### src/design/cpuPkg.sv
package cpuPkg;

	////////////////////////////////////////
	// Widths and base types
	////////////////////////////////////////
	localparam int wordW = 32;                   // Data and address width
	localparam int regAddrW = 5;                 // Register index width

	typedef logic [wordW-1:0] wordT;
	typedef logic [regAddrW-1:0] regAddrT;

	////////////////////////////////////////
	// Instruction encodings
	////////////////////////////////////////
	typedef enum logic [5:0] {
		opRType = 6'b000000,
		opJ     = 6'b000010,
		opBeq   = 6'b000100,
		opAddi  = 6'b001000,
		opAddiu = 6'b001001,
		opSlti  = 6'b001010,
		opSltiu = 6'b001011,
		opAndi  = 6'b001100,
		opOri   = 6'b001101,
		opXori  = 6'b001110,
		opLui   = 6'b001111,
		opLw    = 6'b100011,
		opSw    = 6'b101011
	} opcodeT;

	typedef enum logic [5:0] {
		fnAdd  = 6'b100000,
		fnAddu = 6'b100001,
		fnSub  = 6'b100010,
		fnSubu = 6'b100011,
		fnAnd  = 6'b100100,
		fnOr   = 6'b100101,
		fnXor  = 6'b100110,
		fnNor  = 6'b100111,
		fnSlt  = 6'b101010,
		fnSltu = 6'b101011
	} funcT;

	// ALU operation codes, same values as the old ALU control
	typedef enum logic [3:0] {
		aluAnd  = 4'b0000,
		aluOr   = 4'b0001,
		aluAdd  = 4'b0010,
		aluSub  = 4'b0110,
		aluSlt  = 4'b0111,
		aluAddu = 4'b1000,
		aluSubu = 4'b1001,
		aluXor  = 4'b1010,
		aluSltu = 4'b1011,
		aluNor  = 4'b1100,
		aluLui  = 4'b1110
	} aluOpT;

	// R-type layout, low 16 bits double as immediate, low 26 as jump field
	typedef struct packed {
		opcodeT opcode;
		regAddrT rs;
		regAddrT rt;
		regAddrT rd;
		logic [4:0] shamt;                   // Unused, no shifts
		funcT func;
	} instrT;

endpackage

### src/design/ctrlIf.sv
`timescale 1ns/1ps

interface ctrlIf
	import cpuPkg::*;
();
	logic regDst;                                // 1 = rd, 0 = rt
	logic aluSrc;                                // 1 = immediate operand
	logic memToReg;                              // Writeback from memory
	logic regWrite;
	logic memWrite;
	logic branch;
	logic jump;
	logic signExtend;                            // Sign vs zero extension of imm16
	aluOpT aluOp;

	modport decoder (
		output regDst, aluSrc, memToReg, regWrite, memWrite,
		output branch, jump, signExtend, aluOp
	);
	modport pcSide (input branch, jump);
	modport exec (input aluSrc, signExtend, aluOp);
	modport datapath (input regDst, memToReg, regWrite, memWrite);

endinterface

### src/design/pcCounter.sv
`timescale 1ns/1ps

module pcCounter
	import cpuPkg::*;
(
	input  logic Clock,
	input  logic rstN,
	input  wordT startPc,
	ctrlIf.pcSide ctrl,
	input  logic aluZero,
	input  logic [25:0] jumpField,
	input  wordT branchOffset,
	output wordT pc
);

	wordT pcPlus4;
	wordT nextPc;

	assign pcPlus4 = pc + wordW'(4);

	always_comb begin
		if (ctrl.jump) begin
			nextPc = {pcPlus4[31:28], jumpField, 2'b00};   // Region of pc+4
		end else if (ctrl.branch && aluZero) begin
			nextPc = pcPlus4 + (branchOffset << 2);        // Taken beq
		end else begin
			nextPc = pcPlus4;                              // Sequential
		end
	end

	always_ff @(posedge Clock) begin
		if (!rstN)
			pc <= startPc;                                 // Fetch start
		else
			pc <= nextPc;
	end

endmodule

### src/flat_wrapper.sv
// flat-port wrapper written by rule: the top's interface ports become plain ports
module pcCounter_flat import cpuPkg::*;
  (Clock, rstN, startPc, aluZero, jumpField, branchOffset, pc, ctrl_branch, ctrl_jump);
  ctrlIf ctrl_i ();
  input  logic Clock;
  input  logic rstN;
  input  wordT startPc;
  input  logic aluZero;
  input  logic [25:0] jumpField;
  input  wordT branchOffset;
  output wordT pc;
  input wire logic [$bits(ctrl_i.branch)-1:0] ctrl_branch;
  input wire logic [$bits(ctrl_i.jump)-1:0] ctrl_jump;
  assign ctrl_i.branch = ctrl_branch;
  assign ctrl_i.jump = ctrl_jump;
  pcCounter u_core (.Clock(Clock), .rstN(rstN), .startPc(startPc), .ctrl(ctrl_i), .aluZero(aluZero), .jumpField(jumpField), .branchOffset(branchOffset), .pc(pc));
endmodule
### config.mk
export PLATFORM = sky130hd
export DESIGN_NAME = pcCounter_flat
export DESIGN_NICKNAME = d
export VERILOG_FILES = /design/src/design/cpuPkg.sv /design/src/design/ctrlIf.sv /design/src/design/pcCounter.sv /design/src/flat_wrapper.sv
export SDC_FILE = /design/constraint.sdc
export NUM_CORES = 1
export LEC_CHECK = 0
export ABC_AREA = 0
export BUFFER_PORTS_ARGS = -buffer_cell sky130_fd_sc_hd__buf_2
export CAP_MARGIN = 20
export CORE_ASPECT_RATIO = 1.5
export CORE_MARGIN = 5
export CORE_UTILIZATION = 40
export CTS_CLUSTER_SIZE = 30
export DETAILED_ROUTE_END_ITERATION = 6
export PLACE_DENSITY = 0.66
export SLEW_MARGIN = 20
export SYNTH_ARGS = -nofsm -noshare
export SYNTH_HDL_FRONTEND = slang
export SYNTH_SLANG_ARGS = --single-unit
### constraint.sdc
create_clock -name Clock -period 7.83 [get_ports Clock]
set_input_delay 1.9575 -clock Clock [delete_from_list [all_inputs] [get_ports Clock]]
set_output_delay 1.9575 -clock Clock [all_outputs]
set_load 0.05 [all_outputs]
; ---- After elaboration in Yosys (flattened, before gate mapping)
; Cells that the tools add are included.
; W data, S select, Z words.
[word_totals]
reg_bits = 32
output_inout_bits = 32
elab_cells = 7
in_bits = 95
[op_classes]
n_reduce_logical = 1
addsub = 2
n_mux = 3
[ops]
columns = operator, count
row1 = $mux W32, 3
row2 = $add A32 B3 Y32 const B, 1
row3 = $add A32 B32 Y32, 1
row4 = $logic_and A1 B1 Y1, 1

; ---- Longest topological paths before layout
; Gate-level depths: netlist (run 1).
[logic_depth]
ltp_word = 5
depth_mapped = 17

; ---- Least setup slack after synthesis (run 1)
; Ideal clock, no wire load.
[synth_timing]
path_kind = input-to-reg
start = input port branchOffset[0]
end = register u_core.pc[24]
arrival_ns = 4.242
path_slack_ns = 3.466
n_path_buf = 0
cell_stages = 11
t_required_ns = 7.708
cell_sequence = ha_1 -> fa_1 -> a211oi_2 -> o211ai_2 -> a41oi_4 -> o31ai_2 -> a21o_1 -> a41oi_2 -> xor2_1 -> o21ai_1 -> a221o_1
[synth_via]
elab_chain_cells = 4
[synth_lines]
columns = element, line
row1 = "start, declared", flat_wrapper.sv:10  ; input wordT branchOffset;
row2 = $add A32 B32 Y32, pcCounter.sv:25  ; nextPc = pcPlus4 + (branchOffset << 2);
row3 = $mux W32, pcCounter.sv:24  ; end else if (ctrl.branch && aluZero) begin
row4 = $mux W32, pcCounter.sv:22  ; if (ctrl.jump) begin
row5 = $mux W32, pcCounter.sv:32  ; if (!rstN)
row6 = "end signal, assigned", pcCounter.sv:33  ; pc <= startPc;
row7 = "end signal, assigned", pcCounter.sv:35  ; pc <= nextPc;
row8 = "end, declared", pcCounter.sv:13  ; output wordT pc
; Every way passes these cells.

; ---- Final worst setup path (run 1)
; Ends and elaborated chain as after synthesis.

==> results of run 1 <==
-- layer usage --
layer  part of all wire, %  routed length [um]  global-route usage [%]  vias up
li1                      -                   -                       -     2033
met4                   4.0                 493                    11.7        0
met1                    38                4750                    25.5     1888
met3                   5.6                 690                    3.18       36
met2                    52                6480                    41.0      144
met5                     0                   0                       0        -
-- through the flow --
stage / hold slack, ps / cell area [um^2] / util [%] / total power, mW
after floorplan: 863 / 3610 / - / 0.521
after global placement: 663 / 4310 / 48.8 / 0.622
after detailed placement: 689 / 4310 / 48.8 / 0.627
after CTS: 698 / 4450 / 50.5 / 0.835
after global routing: 767 / 4450 / 50.5 / 0.887
final: 705 / 4450 / 50.5 / 0.833
-- Yosys cell counts (all sizes together), types with 7 or more instances --
| library cell | number | area share [%] |
|---|---|---|
| a21oi | 50 | 6.9 |
| nand2 | 50 | 5.2 |
| nor2 | 44 | 4.6 |
| o21ai | 40 | 5.5 |
| ha | 37 | 13 |
| xnor2 | 33 | 8.0 |
| dfxtp | 30 | 17 |
| clkbuf | 19 | 2.0 |
| nand3 | 19 | 2.6 |
| xor2 | 18 | 4.4 |
| a21o | 16 | 3.3 |
| and3 | 15 | 2.6 |
| inv | 13 | 1.4 |
| nand4 | 12 | 2.1 |
| a211oi | 10 | 2.2 |
| nor3 | 9 | 1.4 |
| o22ai | 7 | 1.2 |
-- final timing paths --
kind,from,end,slack (ps),cells past startpoint
max reg2reg,u_core.pc[5],u_core.pc[31],3610,16
min,u_core.pc[20],u_core.pc[20],700,3
max,branchOffset[0],u_core.pc[24],3260,12
min reg2reg,u_core.pc[20],u_core.pc[20],700,3
-- worst register-to-register path: cells and delay by family (launching register included) --
kind | cells | cell delay [ps]
AOI/OAI and AO/OA | 7 | 1470
and+or+nand+nor | 6 | 1260
DFF | 1 | 420
muxes | 1 | 360
adders and majority gates | 1 | 340
xor gates and xnor gates | 1 | 280
-- final cells by class --
cell class	count	area (um^2)	area share (%)
inverter	14	52.6	1.18
sequential	32	661	14.8
timing repair buffer	126	636	14.3
multi-input combinational	424	2820	63.3
tap	110	138	3.09
clock buffer	8	146	3.29
-- power breakdown --
part | internal (mW) | switching (mW) | leakage [nW]
Sequential | 0.184 | 0.0241 | 0.274
Clock | 0.127 | 0.0767 | 0.0712
Combinational | 0.159 | 0.263 | 1.70
-- cells by family after synthesis --
| kind of cell | Yosys count | synth area share, % |
|---|---|---|
| muxes | 2 | 0.589 |
| buffers and inverters | 34 | 3.57 |
| adders and majority gates | 38 | 13.4 |
| DFF | 32 | 18.3 |
| xor gates and xnor gates | 51 | 12.4 |
| AOI/OAI and AO/OA | 166 | 29.8 |
| and+or+nand+nor | 167 | 22.0 |
==> flow_summary.yaml, run 1 <==
global_route:
  grt.overflow.total: 0
  antenna_found_initial: 0
  grt_usage_pct: 22.9
  grt_first_pass_wirelength_um: 20100
  grt_max_degree: 38
  grt_pass1_vias: 4255
clocking:
  path_clk_slew_ps: 60
  ctsHoldBuffers: 0
  cts_root_buf: "clkbuf_16"
  cts_buffer_depth: 2
  cts_repair_resize_count: 0
  clkSinkCount: 32
  htree_levels: 2
  post_cts_buffers: 0
  cts_buffers: 5
  cts_tree: "done"
  clock_latency_ps: 280
critical_path:
  crit_path_top_delay_cell: "fa_1"
  end_kind: "flip-flop"
  cpPeakStageDelay_ps: 450
  arrival_ps: 4740
  crit_path_start_kind: "primary input"
  worst-path-buf-inv: 1
  path_class: "in -> reg"
  path_cells: "buf_2, ha_1, fa_1, a211oi_2, o211ai_2, a41oi_4, o31ai_2, a21o_1, a41oi_2, xor2_1, o21ai_1, a221o_1"
  crit_family: "compound AO/OA/AOI/OAI gates"
  worst-path-max-fanout: 4
  required_ps: 8000
floorplan:
  core_area_um2: 8830
  die_h_um: 126
  die_w_um: 87.6
  fp.dieArea_um2: 11100
  io_pins: 127
  initial_core_util_pct: 40.9
  std_cell_rows: 42
synth:
  syn_nets: 623
  synth_seq_cells: 32
  synth_edf_count: 2
  synthesis.area_um2: 3610
  synthArstFlopShare_pct: 0
  synth-seq-area-share_pct: 18.3
  synth.avg_cell_area_um2: 7.37
  ys.flop_type: "dfxtp_1"
  synth_warnings: 0
  synthCells: 490
  synthDistinctLibCells: 61
drt:
  drtAntennaViolNets: 0
  dr.pass1.iters: 5
  wl_per_cell_um: 17.4
  wirelength_um: 12400
  drc: 0
  drt_iter0_markers: 280
  viasPerCell: 5.74
  dr_total_vias: 4101
layout:
  drive_above_1_share_pct: 23.2
  antenna_cells: 0
  final_common_cell: "buf_2"
  top_register: "u_core.pc"
  final_nets: 736
  syn_to_final_growth_pct: 23.4
  fill_cells: 917
  layout_common_cells: "buf_2, nand2_1, a21oi_1"
  largest_register_ffs: 32
  top_regs: "u_core.pc: 32 flops"
  fin_cells: 714
status:
  status: "finished, final reports clean"
timing:
  period_minus_slack_ps: 4570
  rsz0062_at_grt: "false"
  setup_ws_ps: 3260
  tightest_slew_ps: 769
  finClkSkew_ps: 2.11
  tns_ps: 0
  slew_headroom_pct: 48.6
  post-route-period-util_pct: 58.4
  hold_viol: 0
  max_freq_mhz: 219
  setup_viol: 0
  drv_slew: 0
placement:
  portBuffers: 124
  gp_congestion: 0.822
  dp_cells: 706
  hpwlAfterDp_um: 9940
  dpl_worst_slack_ps: 2990
pwr:
  max-vdd-ir-drop_mv: 0.0831
  leakage_nw: 2.05
  power.density_nw_per_um2: 187
job:
  maxCapViolations: 0
worst_hold_path:
  hp-class: "reg -> reg"
Power figures use the tool's default switching activity.
==> run 2: changes to the inputs <==
--- a/config.mk
+++ b/config.mk
@@ -13,7 +13,7 @@
 export CORE_UTILIZATION = 40
 export CTS_CLUSTER_SIZE = 30
 export DETAILED_ROUTE_END_ITERATION = 6
-export PLACE_DENSITY = 0.66
+export PLACE_DENSITY = 0.69
 export SLEW_MARGIN = 20
 export SYNTH_ARGS = -nofsm -noshare
 export SYNTH_HDL_FRONTEND = slang
==> constraint.sdc (replaced) <==
create_clock -name Clock -period 3.8 [get_ports Clock]
set_input_delay 0.95 -clock Clock [delete_from_list [all_inputs] [get_ports Clock]]
set_output_delay 0.95 -clock Clock [all_outputs]
set_load 0.05 [all_outputs]
==> run 2 against run 1 <==
- clock power increased by 98%
- setup slack got worse by 3100 ps
- final cell count increased by 3.4%
- routed wire length increased by 2.4%
- design area increased by 4.7%
- non-clock buffer count increased by 24
- clock-buffer cell count decreased by 3
- power increased by 110%
- largest cell class unchanged
==> flow_summary.yaml, run 2 (synthesized netlist as in run 1, its figures left out) <==
pwr:
  p_total_mw: 1.75
  power.density_nw_per_um2: 375
  max-vdd-ir-drop_mv: 0.174
  leakage_nw: 2.17
critical_path:
  path_class: "reg -> reg"
  arrival_ps: 3790
  worst-path-max-fanout: 7
  r2r_cells: 16
  crit_path_start_kind: "flip-flop"
  end_kind: "flip-flop"
  required_ps: 3970
clocking:
  clock_latency_ps: 280
  cts_root_buf: "clkbuf_16"
  cts_buffers: 5
  cts_buffer_depth: 2
  clkSinkCount: 32
  htree_levels: 2
  path_clk_slew_ps: 60
  cts_tree: "done"
  post_cts_buffers: 0
drt:
  viasPerCell: 5.67
  drtAntennaViolNets: 0
  dr.pass1.iters: 5
  wirelength_um: 12700
  drt_iter0_markers: 285
  drc: 0
  wl_per_cell_um: 17.2
  dr_total_vias: 4181
timing:
  hold_viol: 0
  setup_viol: 0
  slew_headroom_pct: 42.6
  finClkSkew_ps: 5.91
  post-route-period-util_pct: 95.3
  max_freq_mhz: 276
  tightest_slew_ps: 860
  rsz0062_at_grt: "true"
  drv_slew: 0
  period_minus_slack_ps: 3620
  hold_ws_ps: 693
  tns_ps: 0
layout:
  top_regs: "u_core.pc: 32 flops"
  largest_register_ffs: 32
  final_common_cell: "buf_2"
  layout_common_cells: "buf_2, nand2_1, a21oi_1"
  drive_above_1_share_pct: 27.5
  antenna_cells: 0
  final_nets: 760
  top_register: "u_core.pc"
  syn_to_final_growth_pct: 29.2
  fin_cells: 738
global_route:
  grt.overflow.total: 0
  grt_first_pass_wirelength_um: 19900
  grt_max_degree: 37
  antenna_found_initial: 0
  grt_pass1_vias: 4312
  grt_usage_pct: 22.5
floorplan:
  io_pins: 127
  core_area_um2: 8830
  fp.dieArea_um2: 11100
  die_w_um: 87.6
  std_cell_rows: 42
  die_h_um: 126
  initial_core_util_pct: 40.9
placement:
  portBuffers: 124
  hpwlAfterDp_um: 10200
  dp_cells: 730
  gp_congestion: 0.935
worst_hold_path:
  hold_depth: 3
  hp-class: "reg -> reg"
job:
  maxCapViolations: 0
status:
  status: "finished, final reports clean"
## run 2: what timing repair did
item                       CTS  global route
hold endpoints to repair     0             0
hold buffers                 0             0
resized for setup            0             6
setup endpoints to repair    0             6
## run 2: metal layers
metal / global-route usage [%] / wire length [um]
met1: 24.1 / 4790
met2: 43.5 / 6900
met3: 2.53 / 728
met4: 8.49 / 292
met5: 0 / 0
## run 2: report_power, final
group | switching (mW) | internal (mW)
registers | 0.0415 | 0.379
logic | 0.563 | 0.361
clock network | 0.164 | 0.238
total | 0.769 | 0.979
## run 2: layout make-up
cell class              instances  area [um^2]
inverters                      14         52.6
fillers                       889         4160
clock buffers                   5          125
multi-input cells             424         2860
flip-flops and latches         32          664
repair buffers                150          816
well taps                     110          138
clock inverters                 3         13.8
## run 2: path summary, 6_finish.rpt
check,startpoint,endpoint,slack [ps]
hold reg to reg,u_core.pc[20],u_core.pc[20],690
setup / recovery,u_core.pc[7],u_core.pc[24],180
hold / removal,u_core.pc[20],u_core.pc[20],690
setup reg to reg,u_core.pc[7],u_core.pc[24],180
## run 2: through the flow
stage / util [%] / setup slack, ps / instance area (um^2)
after CTS: 52.5 / 108 / 4630
after global placement: 50.9 / 99.8 / 4490
after global routing: 52.8 / -79.1 / 4660
after detailed placement: 50.9 / 96.1 / 4490
after floorplan: - / 4.70 / 3610
final: 52.8 / 180 / 4660
## run 2: worst max-delay path, stage by stage, from the launching register on
cell and delay [ps]:
dfxtp_1 400, nand4_1 150, nor2_1 160, nand3_1 150, nor3_1 180, buf_4 160
xor2_1 270, ha_4 280, a21o_1 200, a21o_1 170, a21oi_1 170, o31ai_2 140
a21o_1 230, a41oi_2 240, xor2_1 190, o21ai_1 90, a221o_1 350
==> run 3: changes to the inputs <==
--- a/config.mk
+++ b/config.mk
@@ -8,7 +8,7 @@
 export ABC_AREA = 0
 export BUFFER_PORTS_ARGS = -buffer_cell sky130_fd_sc_hd__buf_2
 export CAP_MARGIN = 20
-export CORE_ASPECT_RATIO = 1.5
+export CORE_ASPECT_RATIO = 0.75
 export CORE_MARGIN = 5
 export CORE_UTILIZATION = 40
 export CTS_CLUSTER_SIZE = 30
==> run 3 against run 2 <==
- design area up 2.1%
- routed wire length is 3.6% higher
- clock skew is 1.6 ps higher
- final cell count increased by 1.2%
- fmax is 1.7% higher
- non-clock buffer count increased by 7
- global-route usage increased by 0.96 points
- clock-buffer cell count increased by 3
- critical path depth unchanged
- combinational power increased by 2.5%
- flip-flop and latch count unchanged
- sequential share of layout area shrank 0.26 points
- critical endpoint unchanged
- largest cell class unchanged
- highest routed layer unchanged
==> flow_summary.yaml, run 3 (synthesized netlist as in run 1, its figures left out) <==
status:
  status: "finished, final reports clean"
global_route:
  grt_max_degree: 37
  grt.overflow.total: 0
  grt_usage_pct: 23.5
  grt_first_pass_wirelength_um: 20800
  antenna_found_initial: 0
  grt_pass1_vias: 4085
timing:
  rsz0062_at_grt: "true"
  post-route-period-util_pct: 93.7
  slew_headroom_pct: 64.2
  max_freq_mhz: 281
  hold_ws_ps: 697
  finClkSkew_ps: 7.54
  tightest_slew_ps: 537
  hold_viol: 0
  setup_ws_ps: 241
  drv_slew: 0
  tns_ps: 0
  period_minus_slack_ps: 3560
  setup_viol: 0
layout:
  layout_common_cells: "buf_2, nand2_1, a21oi_1"
  syn_to_final_growth_pct: 31.8
  top_regs: "u_core.pc: 32 flops"
  top_register: "u_core.pc"
  antenna_cells: 0
  largest_register_ffs: 32
  final_nets: 767
  drive_above_1_share_pct: 29.3
  final_common_cell: "buf_2"
  fin_cells: 747
  final_area_um2: 4760
  final_util_pct: 53.3
critical_path:
  worst-path-max-fanout: 7
  arrival_ps: 3730
  crit_path_start_kind: "flip-flop"
  required_ps: 3980
  end_kind: "flip-flop"
  ff2ff_setup_slack_ps: 240
  r2r_cells: 16
  path_class: "reg -> reg"
placement:
  dpl_worst_slack_ps: 75.2
  gp_congestion: 0.936
  hpwlAfterDp_um: 10400
  dpl_cell_area_um2: 4540
  portBuffers: 124
  dp_cells: 738
clocking:
  ctsHoldBuffers: 0
  path_clk_slew_ps: 60
  htree_levels: 2
  cts_buffer_depth: 2
  cts_buffers: 5
  clkSinkCount: 32
  cts_tree: "done"
  cts_root_buf: "clkbuf_16"
  clock_latency_ps: 290
floorplan:
  die_h_um: 92.3
  io_pins: 127
  initial_core_util_pct: 40.4
  fp.dieArea_um2: 11000
  die_w_um: 120
  core_area_um2: 8930
  std_cell_rows: 30
pwr:
  p_total_mw: 1.79
  max-vdd-ir-drop_mv: 0.176
  leakage_nw: 2.22
  power.density_nw_per_um2: 375
drt:
  drc: 0
  dr.pass1.iters: 5
  topRoutingLayerUsed: "met4"
  drt_iter0_markers: 378
  dr_total_vias: 4214
  wl_met3_um: 1070
  drtAntennaViolNets: 0
  viasPerCell: 5.64
  route.met2.wl_um: 5460
  wl_met1_um: 6530
  wirelength_um: 13200
  wl_per_cell_um: 17.6
worst_hold_path:
  hold_depth: 3
  hp-class: "reg -> reg"
job:
  maxCapViolations: 0
## run 3: changes by cell type in the layout (fill, tap and decap cells not counted), sizes merged
cell	change
buf	+7
clkbuf	+3
clkinv	-3
## run 3: worst paths after layout
path                      start       endpoint
setup / recovery   u_core.pc[4]  u_core.pc[24]
hold / removal    u_core.pc[20]  u_core.pc[20]
setup reg to reg   u_core.pc[4]  u_core.pc[24]
hold reg to reg   u_core.pc[20]  u_core.pc[20]
## run 3: cell type report
cell class | count | area [um^2]
Multi-Input combinational cell | 424 | 2890
Tap cell | 112 | 140
Timing Repair Buffer | 157 | 868
Sequential cell | 32 | 666
Inverter | 14 | 52.6
Fill cell | 885 | 4170
Clock buffer | 8 | 146
## run 3: routing by layer
metal,GRT usage [%],vias up
met3,5.55,9
met4,3.91,0
met1,33.9,1948
met2,35.9,157
li1,-,2100
met5,0,-
## run 3: report_power, final
| part | internal (mW) | total, mW | switching, mW | leakage [nW] |
|---|---|---|---|---|
| Combinational | 0.370 | 0.947 | 0.576 | 1.87 |
| Sequential | 0.380 | 0.421 | 0.0416 | 0.274 |
| Clock | 0.262 | 0.419 | 0.157 | 0.0712 |
| Total | 1.01 | 1.79 | 0.775 | 2.22 |
## run 3: timing repair
action	4_1_cts	5_1_grt
setup endpoints to repair	0	10
gates resized for setup	0	15
buffers inserted	0	1
## run 3: critical path, stage by stage (launching register included)
cell and delay (ps):
dfxtp_2 370, nand4_1 200, nor2_2 170, nand3_1 160
nor3_2 180, buf_4 150, xor2_2 170, ha_2 340
a21o_1 210, a21o_1 190, a21oi_2 180, o31ai_4 120
a21o_1 220, a41oi_2 220, xor2_1 170, o21ai_1 70
a221o_1 320
